[src/lmk_config.svh]
// build-time sizing for the LMK04806 configuration path, included by packages and RTL
`ifndef LMK_CONFIG_SVH
`define LMK_CONFIG_SVH

////////////////////////////////////////////////////////////
// link and frame sizing
////////////////////////////////////////////////////////////
`define LMK_NUM_CHIPS   2
`define LMK_CHIP_W      1
`define LMK_WORD_W      32
`define LMK_ADDR_W      5

////////////////////////////////////////////////////////////
// frames per operation
////////////////////////////////////////////////////////////
`define LMK_INIT_WORDS  14
`define LMK_WRITE_WORDS 3
`define LMK_READ_WORDS  2

`endif

[src/lmk_pkg.sv]
// command and control types shared by the sequencer, the SPI channels and the readback merge
`include "lmk_config.svh"

package lmk_pkg;

  // one SPI frame, sent MSB first
  typedef logic [`LMK_WORD_W-1:0]    lmk_word_t;
  typedef logic [`LMK_ADDR_W-1:0]    lmk_addr_t;
  typedef logic [`LMK_NUM_CHIPS-1:0] lmk_chip_mask_t;

  // position of a frame inside one operation
  typedef logic [3:0] lmk_frame_idx_t;

  typedef enum logic [1:0] {
    OP_NONE,
    OP_INIT,
    OP_WRITE,
    OP_READ
  } lmk_op_e;

  typedef enum logic [1:0] {
    SEQ_IDLE,
    SEQ_ISSUE,
    SEQ_WAIT
  } lmk_seq_state_e;

  typedef enum logic [1:0] {
    SPI_IDLE,
    SPI_SHIFT,
    SPI_GAP
  } lmk_spi_state_e;

endpackage

[src/lmk_regmap_pkg.sv]
// LMK04806 register map constants and the per-chip power-up tables used by the SPI channels
`include "lmk_config.svh"

package lmk_regmap_pkg;

  typedef lmk_pkg::lmk_word_t lmk_init_row_t [`LMK_INIT_WORDS];
  typedef lmk_init_row_t lmk_init_table_t [`LMK_NUM_CHIPS];

  // low half of a readback-select word, register 31 with read bit
  typedef logic [15:0] lmk_rb_low_t;

  ////////////////////////////////////////////////////////////
  // fixed control words
  ////////////////////////////////////////////////////////////
  localparam lmk_pkg::lmk_word_t LMK_UNLOCK_WORD = 32'h0000_001F;
  localparam lmk_pkg::lmk_word_t LMK_LOCK_WORD   = 32'h0000_003F;

  localparam lmk_rb_low_t LMK_RB_LOW_BITS = 16'h001F;
  // readback address sits in bits 20:16
  localparam int          LMK_RB_ADDR_LSB = 16;

  ////////////////////////////////////////////////////////////
  // power-up tables, reset word then R0..R11 then R31
  ////////////////////////////////////////////////////////////
  localparam lmk_init_table_t LMK_INIT_TABLE = '{
    // chip 0, ADC board clock
    '{
      32'h8016_0180,
      32'h8014_0300,
      32'h0014_0181,
      32'h0014_0182,
      32'h0014_0063,
      32'h4014_0024,
      32'h8014_0605,
      32'h0100_0006,
      32'h0111_0007,
      32'h0001_0008,
      32'h5555_5549,
      32'h90C2_410A,
      32'h040C_300B,
      LMK_LOCK_WORD
    },
    // chip 1, different output dividers
    '{
      32'h8016_0180,
      32'h8014_0320,
      32'h8014_0321,
      32'h8014_0142,
      32'h4014_0023,
      32'h8014_0324,
      32'h8014_0325,
      32'h0000_0006,
      32'h0100_0007,
      32'h0000_0008,
      32'h5555_5549,
      32'h9002_410A,
      32'h340C_300B,
      LMK_LOCK_WORD
    }
  };

endpackage

[src/lmk_frame_if.sv]
// per-chip frame request link from the command sequencer to one SPI channel
interface lmk_frame_if;
  import lmk_pkg::*;

  // one-cycle request, payload held until frame_done
  logic           frame_start;
  lmk_op_e        op;
  lmk_frame_idx_t frame_idx;
  lmk_word_t      wdata;
  lmk_addr_t      rd_addr;
  // one-cycle strobe after the inter-frame gap
  logic           frame_done;

  modport seq (
    output frame_start, op, frame_idx, wdata, rd_addr,
    input  frame_done
  );

  modport chan (
    input  frame_start, op, frame_idx, wdata, rd_addr,
    output frame_done
  );

endinterface

[src/lmk_cmd_seq.sv]
// accepts init, write and read commands and steps each operation one frame at a time
`include "lmk_config.svh"

module lmk_cmd_seq (
  input  logic                    cfg_spi_clk,
  input  logic                    cfg_rst_in,
  input  logic                    cmd_valid,
  input  lmk_pkg::lmk_op_e        cmd_op,
  input  lmk_pkg::lmk_chip_mask_t cmd_mask,
  input  lmk_pkg::lmk_addr_t      cmd_addr,
  input  lmk_pkg::lmk_word_t      cmd_data,
  lmk_frame_if.seq                frame [`LMK_NUM_CHIPS],
  output logic                    busy,
  output logic                    done
);
  import lmk_pkg::*;

  lmk_seq_state_e state_q;
  lmk_op_e        op_q;
  lmk_chip_mask_t mask_q;
  lmk_chip_mask_t pend_q;
  lmk_chip_mask_t pend_left;
  lmk_chip_mask_t done_vec;
  lmk_addr_t      addr_q;
  lmk_word_t      data_q;
  lmk_frame_idx_t idx_q;
  lmk_frame_idx_t last_idx;
  logic           accept;

  function automatic lmk_frame_idx_t last_frame(lmk_op_e op);
    case (op)
      OP_INIT:  return lmk_frame_idx_t'(`LMK_INIT_WORDS - 1);
      OP_WRITE: return lmk_frame_idx_t'(`LMK_WRITE_WORDS - 1);
      OP_READ:  return lmk_frame_idx_t'(`LMK_READ_WORDS - 1);
      default:  return '0;
    endcase
  endfunction

  ////////////////////////////////////////////////////////////
  // per-chip request fan-out
  ////////////////////////////////////////////////////////////
  for (genvar g = 0; g < `LMK_NUM_CHIPS; g++) begin : g_frame
    assign frame[g].frame_start = (state_q == SEQ_ISSUE) && mask_q[g];
    assign frame[g].op          = op_q;
    assign frame[g].frame_idx   = idx_q;
    assign frame[g].wdata       = data_q;
    assign frame[g].rd_addr     = addr_q;
    assign done_vec[g]          = frame[g].frame_done;
  end

  // empty mask or no opcode is dropped
  assign accept    = cmd_valid && (cmd_op != OP_NONE) && (|cmd_mask);
  assign last_idx  = last_frame(op_q);
  assign pend_left = pend_q & ~done_vec;
  assign busy      = (state_q != SEQ_IDLE);

  always_ff @(posedge cfg_spi_clk) begin
    if (cfg_rst_in) begin
      state_q <= SEQ_IDLE;
      op_q    <= OP_NONE;
      mask_q  <= '0;
      pend_q  <= '0;
      idx_q   <= '0;
      done    <= 1'b0;
    end else begin
      done <= 1'b0;
      case (state_q)
        SEQ_IDLE: begin
          if (accept) begin
            op_q    <= cmd_op;
            mask_q  <= cmd_mask;
            idx_q   <= '0;
            state_q <= SEQ_ISSUE;
          end
        end
        SEQ_ISSUE: begin
          pend_q  <= mask_q;
          state_q <= SEQ_WAIT;
        end
        SEQ_WAIT: begin
          pend_q <= pend_left;
          // all selected links finished this frame
          if (pend_left == '0) begin
            if (idx_q == last_idx) begin
              done    <= 1'b1;
              state_q <= SEQ_IDLE;
            end else begin
              idx_q   <= idx_q + 1'b1;
              state_q <= SEQ_ISSUE;
            end
          end
        end
        default: state_q <= SEQ_IDLE;
      endcase
    end
  end

  // command payload
  always_ff @(posedge cfg_spi_clk) begin
    if (state_q == SEQ_IDLE && accept) begin
      addr_q <= cmd_addr;
      data_q <= cmd_data;
    end
  end

endmodule

[src/lmk_spi_channel.sv]
// one LMK04806 SPI link: picks the frame word, shifts it out and captures the readback bits
`include "lmk_config.svh"

module lmk_spi_channel #(
  parameter int CHIP_ID = 0
) (
  input  logic               cfg_spi_clk,
  input  logic               cfg_rst_in,
  input  logic               spi_sdo,
  lmk_frame_if.chan          frame,
  output logic               spi_clk,
  output logic               spi_cs,
  output logic               spi_sdi,
  output logic               cap_valid,
  output lmk_pkg::lmk_word_t cap_data
);
  import lmk_pkg::*;
  import lmk_regmap_pkg::*;

  localparam int BIT_W = $clog2(`LMK_WORD_W);

  lmk_spi_state_e   state_q;
  logic             clk_q;
  logic             cs_q;
  logic             sdi_q;
  logic [BIT_W-1:0] bit_cnt_q;
  logic             done_q;
  logic             cap_valid_q;
  lmk_word_t        sh_q;
  lmk_word_t        cap_q;
  lmk_word_t        frame_word;
  logic             last_rd;

  ////////////////////////////////////////////////////////////
  // frame word select
  ////////////////////////////////////////////////////////////
  always_comb begin
    frame_word = '0;
    case (frame.op)
      OP_INIT: begin
        if (frame.frame_idx < `LMK_INIT_WORDS) begin
          frame_word = LMK_INIT_TABLE[CHIP_ID][frame.frame_idx];
        end
      end
      // unlock, user word, lock
      OP_WRITE: begin
        case (frame.frame_idx)
          4'd0:    frame_word = LMK_UNLOCK_WORD;
          4'd1:    frame_word = frame.wdata;
          default: frame_word = LMK_LOCK_WORD;
        endcase
      end
      // select word first, then a zero frame to clock data out
      OP_READ: begin
        if (frame.frame_idx == '0) begin
          frame_word[LMK_RB_ADDR_LSB +: `LMK_ADDR_W] = frame.rd_addr;
          frame_word[LMK_RB_ADDR_LSB-1:0]            = LMK_RB_LOW_BITS;
        end
      end
      default: ;
    endcase
  end

  assign last_rd = (frame.op == OP_READ) &&
                   (frame.frame_idx == lmk_frame_idx_t'(`LMK_READ_WORDS - 1));

  ////////////////////////////////////////////////////////////
  // link FSM, two cycles per bit
  ////////////////////////////////////////////////////////////
  always_ff @(posedge cfg_spi_clk) begin
    if (cfg_rst_in) begin
      state_q     <= SPI_IDLE;
      clk_q       <= 1'b0;
      cs_q        <= 1'b1;
      sdi_q       <= 1'b0;
      bit_cnt_q   <= '0;
      done_q      <= 1'b0;
      cap_valid_q <= 1'b0;
    end else begin
      done_q      <= 1'b0;
      cap_valid_q <= 1'b0;
      case (state_q)
        SPI_IDLE: begin
          if (frame.frame_start) begin
            cs_q      <= 1'b0;
            sdi_q     <= frame_word[`LMK_WORD_W-1];
            bit_cnt_q <= '0;
            state_q   <= SPI_SHIFT;
          end
        end
        SPI_SHIFT: begin
          clk_q <= ~clk_q;
          if (clk_q) begin
            if (bit_cnt_q == BIT_W'(`LMK_WORD_W - 1)) begin
              cs_q      <= 1'b1;
              sdi_q     <= 1'b0;
              bit_cnt_q <= '0;
              state_q   <= SPI_GAP;
            end else begin
              sdi_q     <= sh_q[`LMK_WORD_W-2];
              bit_cnt_q <= bit_cnt_q + 1'b1;
            end
          end
        end
        SPI_GAP: begin
          // bit counter doubles as the gap counter
          if (bit_cnt_q[0]) begin
            done_q      <= 1'b1;
            cap_valid_q <= last_rd;
            state_q     <= SPI_IDLE;
          end else begin
            bit_cnt_q <= 1'b1;
          end
        end
        default: state_q <= SPI_IDLE;
      endcase
    end
  end

  // shift and capture registers
  always_ff @(posedge cfg_spi_clk) begin
    if (state_q == SPI_IDLE && frame.frame_start) begin
      sh_q <= frame_word;
    end else if (state_q == SPI_SHIFT && clk_q) begin
      sh_q <= sh_q << 1;
    end
    // sdo sampled as clk rises
    if (state_q == SPI_SHIFT && !clk_q) begin
      cap_q <= {cap_q[`LMK_WORD_W-2:0], spi_sdo};
    end
  end

  assign spi_clk          = clk_q;
  assign spi_cs           = cs_q;
  assign spi_sdi          = sdi_q;
  assign frame.frame_done = done_q;
  assign cap_valid        = cap_valid_q;
  assign cap_data         = cap_q;

endmodule

[src/lmk_rd_merge.sv]
// holds readback words from every link and drains them one per cycle, lowest chip first
`include "lmk_config.svh"

module lmk_rd_merge (
  input  logic                    cfg_spi_clk,
  input  logic                    cfg_rst_in,
  input  logic [`LMK_NUM_CHIPS-1:0] cap_valid,
  input  lmk_pkg::lmk_word_t      cap_data [`LMK_NUM_CHIPS],
  output logic                    rd_valid,
  output lmk_pkg::lmk_word_t      rd_data,
  output logic [`LMK_CHIP_W-1:0]  rd_chip
);
  import lmk_pkg::*;

  lmk_chip_mask_t         pend_q;
  lmk_chip_mask_t         sel_hot;
  logic [`LMK_CHIP_W-1:0] sel_chip;
  lmk_word_t              hold_q [`LMK_NUM_CHIPS];

  // lowest pending chip wins
  always_comb begin
    sel_chip = '0;
    sel_hot  = '0;
    for (int i = `LMK_NUM_CHIPS - 1; i >= 0; i--) begin
      if (pend_q[i]) begin
        sel_chip = `LMK_CHIP_W'(i);
        sel_hot  = lmk_chip_mask_t'(1) << i;
      end
    end
  end

  always_ff @(posedge cfg_spi_clk) begin
    if (cfg_rst_in) begin
      pend_q <= '0;
    end else begin
      pend_q <= (pend_q & ~sel_hot) | cap_valid;
    end
  end

  always_ff @(posedge cfg_spi_clk) begin
    for (int i = 0; i < `LMK_NUM_CHIPS; i++) begin
      if (cap_valid[i]) begin
        hold_q[i] <= cap_data[i];
      end
    end
  end

  assign rd_valid = |pend_q;
  assign rd_data  = hold_q[sel_chip];
  assign rd_chip  = sel_chip;

endmodule

[src/lmk_cfg_top.sv]
// top level of the LMK04806 configuration block, one SPI link per chip
`include "lmk_config.svh"

module lmk_cfg_top (
  input  logic                      cfg_spi_clk,
  input  logic                      cfg_rst_in,
  input  logic                      lmk_cfg_valid,
  input  lmk_pkg::lmk_op_e          lmk_cfg_op,
  input  lmk_pkg::lmk_chip_mask_t   lmk_cfg_mask,
  input  lmk_pkg::lmk_addr_t        lmk_cfg_addr,
  input  lmk_pkg::lmk_word_t        lmk_cfg_data,
  input  logic [`LMK_NUM_CHIPS-1:0] lmk_spi_sdo,
  output logic [`LMK_NUM_CHIPS-1:0] lmk_spi_clk,
  output logic [`LMK_NUM_CHIPS-1:0] lmk_spi_cs,
  output logic [`LMK_NUM_CHIPS-1:0] lmk_spi_sdi,
  output logic                      lmk_busy,
  output logic                      lmk_done,
  output logic                      lmk_rd_valid,
  output lmk_pkg::lmk_word_t        lmk_rd_parameter,
  output logic [`LMK_CHIP_W-1:0]    lmk_rd_chip
);
  import lmk_pkg::*;

  lmk_frame_if frame_bus [`LMK_NUM_CHIPS] ();

  logic [`LMK_NUM_CHIPS-1:0] cap_valid;
  lmk_word_t                 cap_data [`LMK_NUM_CHIPS];

  lmk_cmd_seq u_cmd_seq (
    .cfg_spi_clk (cfg_spi_clk),
    .cfg_rst_in  (cfg_rst_in),
    .cmd_valid   (lmk_cfg_valid),
    .cmd_op      (lmk_cfg_op),
    .cmd_mask    (lmk_cfg_mask),
    .cmd_addr    (lmk_cfg_addr),
    .cmd_data    (lmk_cfg_data),
    .frame       (frame_bus),
    .busy        (lmk_busy),
    .done        (lmk_done)
  );

  ////////////////////////////////////////////////////////////
  // one channel per chip
  ////////////////////////////////////////////////////////////
  for (genvar g = 0; g < `LMK_NUM_CHIPS; g++) begin : g_chan
    lmk_spi_channel #(
      .CHIP_ID (g)
    ) u_spi_channel (
      .cfg_spi_clk (cfg_spi_clk),
      .cfg_rst_in  (cfg_rst_in),
      .spi_sdo     (lmk_spi_sdo[g]),
      .frame       (frame_bus[g]),
      .spi_clk     (lmk_spi_clk[g]),
      .spi_cs      (lmk_spi_cs[g]),
      .spi_sdi     (lmk_spi_sdi[g]),
      .cap_valid   (cap_valid[g]),
      .cap_data    (cap_data[g])
    );
  end

  lmk_rd_merge u_rd_merge (
    .cfg_spi_clk (cfg_spi_clk),
    .cfg_rst_in  (cfg_rst_in),
    .cap_valid   (cap_valid),
    .cap_data    (cap_data),
    .rd_valid    (lmk_rd_valid),
    .rd_data     (lmk_rd_parameter),
    .rd_chip     (lmk_rd_chip)
  );

endmodule

[config.mk]
export PLATFORM = sky130hd
export DESIGN_NAME = lmk_cfg_top
export DESIGN_NICKNAME = d
export VERILOG_FILES = /design/src/lmk_pkg.sv /design/src/lmk_regmap_pkg.sv /design/src/lmk_frame_if.sv /design/src/lmk_cmd_seq.sv /design/src/lmk_spi_channel.sv /design/src/lmk_rd_merge.sv /design/src/lmk_cfg_top.sv
export VERILOG_INCLUDE_DIRS = /design/src
export SDC_FILE = /design/constraint.sdc
export NUM_CORES = 1
export LEC_CHECK = 0
export ABC_AREA = 1
export BUFFER_PORTS_ARGS = -buffer_cell sky130_fd_sc_hd__buf_2
export CAP_MARGIN = 20
export CORE_AREA = 2 2 181 183
export CTS_CLUSTER_DIAMETER = 100
export CTS_CLUSTER_SIZE = 8
export DETAILED_ROUTE_END_ITERATION = 8
export DIE_AREA = 0 0 183 185
export GPL_ROUTABILITY_DRIVEN = 0
export PLACE_DENSITY = 0.56
export SETUP_SLACK_MARGIN = 0.02
export SYNTH_ARGS = -nofsm -noshare
export SYNTH_HDL_FRONTEND = slang
export SYNTH_SLANG_ARGS = --single-unit
[constraint.sdc]
create_clock -name cfg_spi_clk -period 5.4 [get_ports cfg_spi_clk]
set_input_delay 0.81 -clock cfg_spi_clk [delete_from_list [all_inputs] [get_ports cfg_spi_clk]]
set_output_delay 0.81 -clock cfg_spi_clk [all_outputs]
set_load 0.1 [all_outputs]
======== Yosys cells after proc, flatten, opt, wreduce, memory -nomap -nowiden ========
Memory sizes are Yosys's and may differ from the RTL's.
Index checks and enable logic that the tools add are counted.
storage, ports and cells
  bits in registers ....................... 202
  memory bits (writable) .................. 64
  bits in read-only memories .............. 1024
  output and inout bits ................... 42
  memories kept ........................... 3
operators by class
  $add $sub $neg .......................... 3
  magnitude comparators ................... 2
  equality and inequality tests ........... 26
  multiplexer cells ....................... 73
  bitwise operators ....................... 14
  reduce and logical (&&, ||, !) cells .... 49
memory list
  name               words  bits a word  rd ports  clocked after Yosys merged registers in  wr ports  line                   text
  (name not given)   16     32           1         0                                        0         lmk_spi_channel.sv:42  frame_word = LMK_INIT_TABLE[CHIP_ID][frame.frame_idx];
  (name not given)   16     32           1         0                                        0         lmk_spi_channel.sv:42
  u_rd_merge.hold_q  2      32           1         0                                        2         lmk_rd_merge.sv:18     lmk_word_t hold_q [`LMK_NUM_CHIPS];
operators with widths
  operator               number
  $mux W32               6
  $pmux W21 S3           2
  $mux W31               4
  $pmux W32 S2           1
  $pmux W11 S2           2
  $mux W5                8
  $pmux W5 S3            2
  $reduce_and A4 Y1      7
  $mux W2                12
  $mux W1                22
  $mux W21               1
  $ne A2 B1 Y1 const B   10
  $pmux W2 S3            3
  $reduce_bool A2 Y1     8
  $logic_and A1 B1 Y1    12
  $mux W4                3
  $pmux W4 S3            1
  $reduce_and A3 Y1      4
  $add A5 B1 Y5 const B  2
  $eq A2 B2 Y1 const B   5
  $eq A5 B5 Y1 const B   2
  $reduce_or A3 Y1       3
  $eq A2 B1 Y1 const B   4
  $logic_not A2 Y1       4
  other kinds (19)       39

======== Logic depth before layout (Yosys ltp) ========
Gate-level depths: netlist (run 1).
  word-level depth ........................ 8
  mapped depth ............................ 13

======== Hierarchy ========
From an unflattened synthesis (run 1), not the netlist that was laid out.
second synthesis, totals
  cells, all modules ...................... 1208
  area total of the unflattened synthesis .. 12288.0 um^2
modules (own cells, without submodules)
  module                                      times used  cells each  area each (um^2)  sequential area each (um^2)
  lmk_spi_channel at g_chan[0].u_spi_channel  1           411         3809.9            2132.0
  lmk_spi_channel at g_chan[1].u_spi_channel  1           416         3742.3            2132.0
  lmk_rd_merge                                1           181         2488.6            1961.9
  lmk_cmd_seq                                 1           200         2247.2            1371.3

======== Worst setup path after synthesis (run 1) ========
Ideal clock, no wire load.
  path kind ............................... reg-to-reg
  start ................................... register u_cmd_seq.state_q[1]
  end ..................................... register u_cmd_seq.op_q[0] (netlist: u_cmd_seq.frame[0].op[0])
  arrival ................................. 3292 ps
  required time ........................... 5318 ps
  path slack .............................. 2025 ps
  stages on the path, launching flop included .. 7
  buffers on the path ..................... 0
  period minus slack after synthesis ...... 3375 ps
  path through ............................ dfxtp_1 -> inv_1 -> ha_1 -> inv_1 -> nor2_1 -> o21ai_0 -> a21oi_1
on the way
  cells in the longest elaborated chain, start to end .. 2
RTL lines
  what                                line               text
  from (decl)                         lmk_cmd_seq.sv:18  lmk_seq_state_e state_q;
  from (signal assigned)              lmk_cmd_seq.sv:59  state_q <= SEQ_IDLE;
  from (signal assigned)              lmk_cmd_seq.sv:73  state_q <= SEQ_ISSUE;
  from (signal assigned)              lmk_cmd_seq.sv:78  state_q <= SEQ_WAIT;
  $logic_not A2 Y1                    lmk_cmd_seq.sv:67  case (state_q)
  $reduce_and A2 Y1 (no source line)  -
  to (signal assigned)                lmk_cmd_seq.sv:70  op_q <= cmd_op;
  to (decl)                           lmk_cmd_seq.sv:19  lmk_op_e op_q;
No other way between the ends.
A chain may end at the register's enable or synchronous reset.

======== Worst setup path in the final report (run 1) ========
  start ................................... register u_rd_merge.pend_q[1]
  end ..................................... output lmk_rd_parameter[24]
on the way
  cells in the longest elaborated chain, start to end .. 3
RTL lines
  what                    line                text
  from (decl)             lmk_rd_merge.sv:15  lmk_chip_mask_t pend_q;
  from (signal assigned)  lmk_rd_merge.sv:36  pend_q <= (pend_q & ~sel_hot) | cap_valid;
  $mux W1 (2 in series)   lmk_rd_merge.sv:25  if (pend_q[i]) begin
  $mem_v2 Z2 W32          -
  to (decl)               lmk_cfg_top.sv:19   output lmk_pkg::lmk_word_t lmk_rd_parameter,
No other way between the ends.

==> key figures, run 1 <==
Yosys
  • Post-Synthesis Cells: 977
  • Synthesized net count: ~1,100
  • Mapped Area: approximately 11,000 sq um
  • Sequential area share after synthesis: 0.688
  • Syn Area/Cell: between 10 and 15 sq um
  • Post-synthesis register bit count: approximately 270
  • Warnings, synthesis: 0
  • Distinct cells, synth: 38

GRT
  • Initial antenna violation count: 0
  • First-pass GRT wire length: 36.3 mm
  • Largest net degree at the start of global routing: 46
  • Total global-route track usage: 0.136
  • Grt total ovfl: 0
  • Vias in the first global route: ~6,800

Worst setup path
  • Crit Reg-Reg Startpoint: u_cmd_seq.frame[0].frame_idx[0]
  • Crit Path Max Fanout: 34
  • Setup crit start: u_rd_merge.pend_q[1]
  • CP Data Arrival Time: 2.45 ns
  • Worst Setup Start Kind: flop
  • Max incr delay on CP: 0.65 ns
  • Slowest cell on crit path: inv_1
  • Worst Path Required: about 4.6 ns
  • Buf/Inv on CP: 4
  • Top delay family on crit path: buffers and inverters
  • Element type at the critical path end: output port
  • Crit-path cells: inv_1 > nor2_2 > buf_4 > inv_1 > nand2_1 > nand2_1 > buf_2
  • Crit path kind: reg2out

Finish
  • Commonest non-fill, non-tap cells in the layout: nand2_1, edfxtp_1, buf_2
  • Post-route cell area: 13,000 sq um
  • Layout cells sized above 1: 0.164
  • Most common cell after layout, fill and taps aside: nand2_1
  • Inserted Diodes: 0
  • Final #Nets: between 1,000 and 1,500
  • Synth-to-layout area growth: 17.6%

Timing
  • Final setup fails: 0
  • Final setup margin: ~2.1 ns
  • Skew final: a little under 0.03 ns
  • Final period util: 0.604
  • Peak Freq: 307 MHz
  • Max-slew violations: 0
  • Minimum clock period: between 3 and 4 ns
  • Final hold vios: 0
  • Relative slew margins: 0.438
  • Actual slew at the worst max-slew pin: around 0.84 ns
  • Post-route setup TNS: 0 ns
  • RSZ-0062 raised after global routing: no

Detailed routing
  • DRT Wirelength: around 23 mm
  • DR pass1 iterations: 5
  • DRC violations left: 0
  • Vias/cell: 4.68
  • Via count: 7,018
  • Wire per inst: around 15 um
  • Final ANT Viol Nets: 0
  • Starting DRT DRC Count: between 600 and 700

Job
  • Max-cap violations: 0

Pwr
  • P per Cell Area: approximately 470 nW/um^2
  • Leakage Power: roughly 0.0051 uW
  • Worst VDD drop: ~0.00031 V

Floorplanning
  • Die height: ~190 um
  • Initial Utilization: 0.345
  • Ports: 88
  • Area of the die: ~34,000 sq um
  • Core ar.: about 32,000 sq um
  • Die X: 183 um
  • Row count: 66

Place
  • Port bufs: 87
  • Dpl ws: about 2.6 ns
  • Placed Area: about 12,000 sq um
  • Detail Placement HPWL: ~16 mm

Min path
  • Min-delay src: g_chan[1].u_spi_channel.cap_data[31]
  • Hold Path Class: reg2reg

Clock tree
  • # H-tree levels: 2
  • CTS tree: done
  • Sink Count: around 270
  • Root Buffer Master: clkbuf_16
  • CTS Buffer Depth: 3
  • Hold_buf cts: 0
  • Clock-pin slew on the worst setup and hold paths: 0.05 ns
  • Post-CTS setup buffers: 0
  • Cts bufs inserted: 39
  • Clock Latency Late Sink: around 0.53 ns
  • Gates resized, CTS repair: 0

Status
  • Status: finished clean
==> Yosys cell counts, drive strengths merged <==
| cell type | n | area (sq um) |
|---|---|---|
| o31ai | 6 | 45.0 |
| nand4 | 3 | 25.0 |
| o32ai | 3 | 26.3 |
| edfxtp | 227 | 6820 |
| o21ai | 71 | 363 |
| o211ai | 4 | 30.0 |
| a21oi | 35 | 183 |
| nor2 | 61 | 264 |
| nor3 | 7 | 57.6 |
| xor2 | 1 | 8.76 |
| or2 | 4 | 27.5 |
| a21o | 3 | 22.5 |
| clkbuf | 15 | 56.3 |
| nor4 | 3 | 18.8 |
| ha | 32 | 400 |
| nand2 | 306 | 1160 |
| a22o | 7 | 61.3 |
| nand3 | 37 | 185 |
| a211oi | 1 | 7.51 |
| dfxtp | 39 | 781 |
| inv | 81 | 304 |
| a31oi | 4 | 25.0 |
| buf | 20 | 131 |
| o22ai | 5 | 31.3 |
| nand3b | 2 | 15.0 |
==> state kept, by name, indices dropped and copies added, names as in the netlist <==
signal and flops:
u_cmd_seq.frame.frame_idx 4, u_rd_merge.hold_q 64, g_chan.u_spi_channel.cap_valid 2, u_cmd_seq.mask_q 2, g_chan.u_spi_channel.spi_clk 2, u_cmd_seq.state_q 2, u_cmd_seq.pend_q 2, g_chan.u_spi_channel.cap_data 64
u_rd_merge.pend_q 2, g_chan.u_spi_channel.frame.frame_done 2, g_chan.u_spi_channel.state_q 4, u_cmd_seq.frame.op 2, u_cmd_seq.done 1, g_chan.u_spi_channel.bit_cnt_q 10, u_cmd_seq.frame.rd_addr 5, u_cmd_seq.frame.wdata 32
g_chan.u_spi_channel.spi_sdi 2, g_chan.u_spi_channel.spi_cs 2, g_chan.u_spi_channel.sh_q 62
==> cell type report <==
type,count,area (sq um)
fill,3069,19100
sequential,266,7600
multi-input combinational,595,2970
clock buffer,52,1050
tap,408,510
timing repair buffer,95,508
inverter,81,304
clock inverter,3,55.1
==> metal layers <==
| layer | up-vias | track usage | wire length (um) |
|---|---|---|---|
| met4 | 0 | 0.0458 | 566 |
| li1 | 3527 | - | - |
| met1 | 3209 | 0.188 | 10700 |
| met5 | - | 0 | 0 |
| met3 | 46 | 0.0267 | 1320 |
| met2 | 236 | 0.214 | 9940 |
==> worst paths after layout <==
kind | endpoint | slack [ns] | cells past startpoint
worst min register to register | u_rd_merge.hold_q[1][31] | 0.42 | 0
worst max register to register | g_chan[0].u_spi_channel.sh_q[6] | 2.88 | 6
worst max-delay path | lmk_rd_parameter[24] | 2.14 | 7
worst min-delay path | u_rd_merge.hold_q[1][31] | 0.42 | 0
==> where the power goes <==
part / total [uW] / internal [uW] / switching [uW] / leakage (uW)
clock network: 2180 / 1340 / 837 / 0.000530
logic: 1220 / 321 / 904 / 0.00219
registers: 2730 / 2590 / 143 / 0.00238
==> stage by stage <==
step	hold WS, ns	util	cells	power (uW)
6_report	0.416	0.405	1500	6130
5_1_grt	0.427	0.405	1500	6450
4_1_cts	0.416	0.405	1499	6200
3_5_place_dp	0.407	0.370	1444	3990
3_3_place_gp	0.401	0.370	1444	3970
2_1_floorplan	0.400	-	977	3680
==> kinds of logic after synthesis <==
group,Yosys count,synth area share
AOI/OAI and AO/OA,139,0.0719
xor gates and xnor gates,1,0.000793
adders and majority gates,32,0.0363
buffers and inverters,116,0.0445
DFF,266,0.688
and+or+nand+nor,423,0.159
(Power assumes the default switching activity.)
==> run 2: changes to the inputs <==
==> constraint.sdc (replaced) <==
create_clock -name cfg_spi_clk -period 3.2 [get_ports cfg_spi_clk]
set_input_delay 0.48 -clock cfg_spi_clk [delete_from_list [all_inputs] [get_ports cfg_spi_clk]]
set_output_delay 0.48 -clock cfg_spi_clk [all_outputs]
set_load 0.1 [all_outputs]
==> key figures, run 2 (same netlist as run 1, synthesis figures left out) <==
Clock tree
  • # H-tree levels: 2
  • CTS tree: done
  • CTS Buffer Depth: 3
  • Root Buffer Master: clkbuf_16
  • Post-CTS setup buffers: 0
  • Clock Latency Late Sink: between 0.5 and 0.6 ns
  • Sink Count: 266
  • Cts bufs inserted: 39
  • Gates resized, CTS repair: 0
  • Clock-pin slew on the worst setup and hold paths: roughly 0.05 ns
  • Hold_buf cts: 0

Floorplanning
  • Row count: between 60 and 70
  • Area of the die: between 30,000 and 40,000 sq um
  • Core ar.: between 30,000 and 40,000 sq um
  • Die X: 183 um
  • Initial Utilization: 0.345
  • Ports: between 80 and 90
  • Die height: between 150 and 200 um

Finish
  • Most common cell after layout, fill and taps aside: nand2_1
  • Layout cells sized above 1: 0.167
  • Area of the multi-input gates: roughly 3000 sq um
  • Post-route cell area: ~13,000 sq um
  • Final #Nets: between 1,000 and 1,500
  • FF+latch area: roughly 7600 sq um
  • Fillers: a little over 3,000
  • Commonest non-fill, non-tap cells in the layout: nand2_1, edfxtp_1, buf_2
  • Final core utilization: 0.405
  • Fin cells: about 1,500
  • Synth-to-layout area growth: 17.6%
  • Inserted Diodes: 0

Pwr
  • Pint: roughly 7000 uW
  • Sw Ratio: 0.309
  • Worst VDD drop: between 0.0004 and 0.0005 V
  • Switching power: about 3200 uW
  • Leakage Power: about 0.005 uW
  • Clock power frac: 0.354
  • Gate power share: 0.204
  • Flop pwr share: 0.442
  • P per Cell Area: ~800 nW/um^2

Timing
  • RSZ-0062 raised after global routing: no
  • WHS: 0.137 ns
  • Final setup fails: 0
  • Skew final: roughly 0.017 ns
  • Relative slew margins: 0.330
  • Actual slew at the worst max-slew pin: 1.00 ns
  • Max-slew violations: 0
  • Peak Freq: roughly 350 MHz
  • Minimum clock period: about 2.9 ns
  • Post-route setup TNS: 0 ns
  • Final hold vios: 0
  • Final period util: 0.892

Detailed routing
  • Via count: around 7,100
  • DRT Wirelength: 23.6 mm
  • Final ANT Viol Nets: 0
  • Wire per inst: 15.7 um
  • DR pass1 iterations: 5
  • Starting DRT DRC Count: ~700
  • DRC violations left: 0
  • Vias/cell: roughly 4.7

Min path
  • Hold Path End: u_cmd_seq.frame[0].rd_addr[2]
  • Hold Crit Depth: 1
  • Min-delay src: lmk_cfg_addr[2]
  • Hold Path Class: in2reg

Worst setup path
  • Crit Path Max Fanout: 32
  • Element type at the critical path end: output port
  • Crit path kind: reg2out
  • Max incr delay on CP: around 0.72 ns
  • CP Data Arrival Time: between 2 and 2.5 ns
  • Crit-path cells: inv_1 > nor2_2 > inv_1 > nand2_1 > nand2_1 > buf_2
  • Slowest cell on crit path: inv_1
  • FF-to-FF path depth: 7
  • Reg-to-Reg End: g_chan[0].u_spi_channel.sh_q[6]
  • Crit Reg-Reg Startpoint: u_cmd_seq.frame[0].frame_idx[1]
  • Worst Setup Start Kind: flop
  • Top delay family on crit path: buffers and inverters
  • Buf/Inv on CP: 3
  • Worst Path Required: around 2.7 ns
  • Register-to-register setup slack: 0.90 ns

Place
  • Placed Area: about 12,000 sq um
  • Port bufs: 87
  • Dpl cells: 1,449
  • Detail Placement HPWL: 15.9 mm

GRT
  • Initial antenna violation count: 0
  • Grt total ovfl: 0
  • Total global-route track usage: 0.142
  • Vias in the first global route: 6,983
  • First-pass GRT wire length: 37.8 mm
  • Largest net degree at the start of global routing: 42

Status
  • Status: finished clean

Job
  • Max-cap violations: 0
==> run 2: changes by cell type in the layout (fill, tap and decap cells not counted), sizes merged <==
cell      change
clkbuf        +3
buf           +4
inv           +1
clkinvlp      +1
clkinv        -2
==> run 2: worst max path at each step <==
stage / slack [ns] / startpoint / to / cells past startpoint
final: 0.34 / u_rd_merge.pend_q[1] / lmk_rd_parameter[0] / 6
after global routing: 0.10 / u_rd_merge.pend_q[0] / lmk_rd_parameter[1] / 5
after floorplan: 0.27 / u_rd_merge.pend_q[1] / lmk_rd_parameter[22] / 5
after global placement: 0.81 / u_rd_merge.pend_q[1] / lmk_rd_parameter[1] / 6
after detailed placement: 0.77 / u_rd_merge.pend_q[0] / lmk_rd_parameter[0] / 5
after CTS: 0.24 / u_rd_merge.pend_q[1] / lmk_rd_parameter[0] / 6
==> run 2: final cells by class <==
type                    instances  area share
well taps                     408      0.0393
inverters                      81      0.0234
clock buffers                  55      0.0814
flip-flops and latches        266       0.585
multi-input cells             595       0.228
clock inverters                 3     0.00250
repair buffers                 99      0.0404
==> run 2: metal layers <==
| metal | vias up | part of all wire | GRT usage |
|---|---|---|---|
| li1 | 3545 | - | - |
| met1 | 3270 | 0.48 | 0.197 |
| met2 | 252 | 0.44 | 0.222 |
| met3 | 61 | 0.059 | 0.0291 |
| met4 | 0 | 0.029 | 0.0493 |
| met5 | - | 0 | 0 |
==> run 2: power by group through the flow <==
stage / Clock [uW] / Sequential, uW / Combinational (uW)
2_1_floorplan: 0 / 4580 / 1630
3_3_place_gp: 0 / 4660 / 2100
3_5_place_dp: 0 / 4660 / 2120
4_1_cts: 3780 / 4600 / 2130
5_1_grt: 3920 / 4650 / 2380
6_report: 3680 / 4590 / 2120
==> run 2: per-stage QoR <==
step | total power [uW] | setup WS, ns
2_1_floorplan | 6210 | 0.268
3_3_place_gp | 6750 | 0.806
3_5_place_dp | 6780 | 0.771
4_1_cts | 10500 | 0.238
5_1_grt | 10900 | 0.105
6_report | 10400 | 0.345
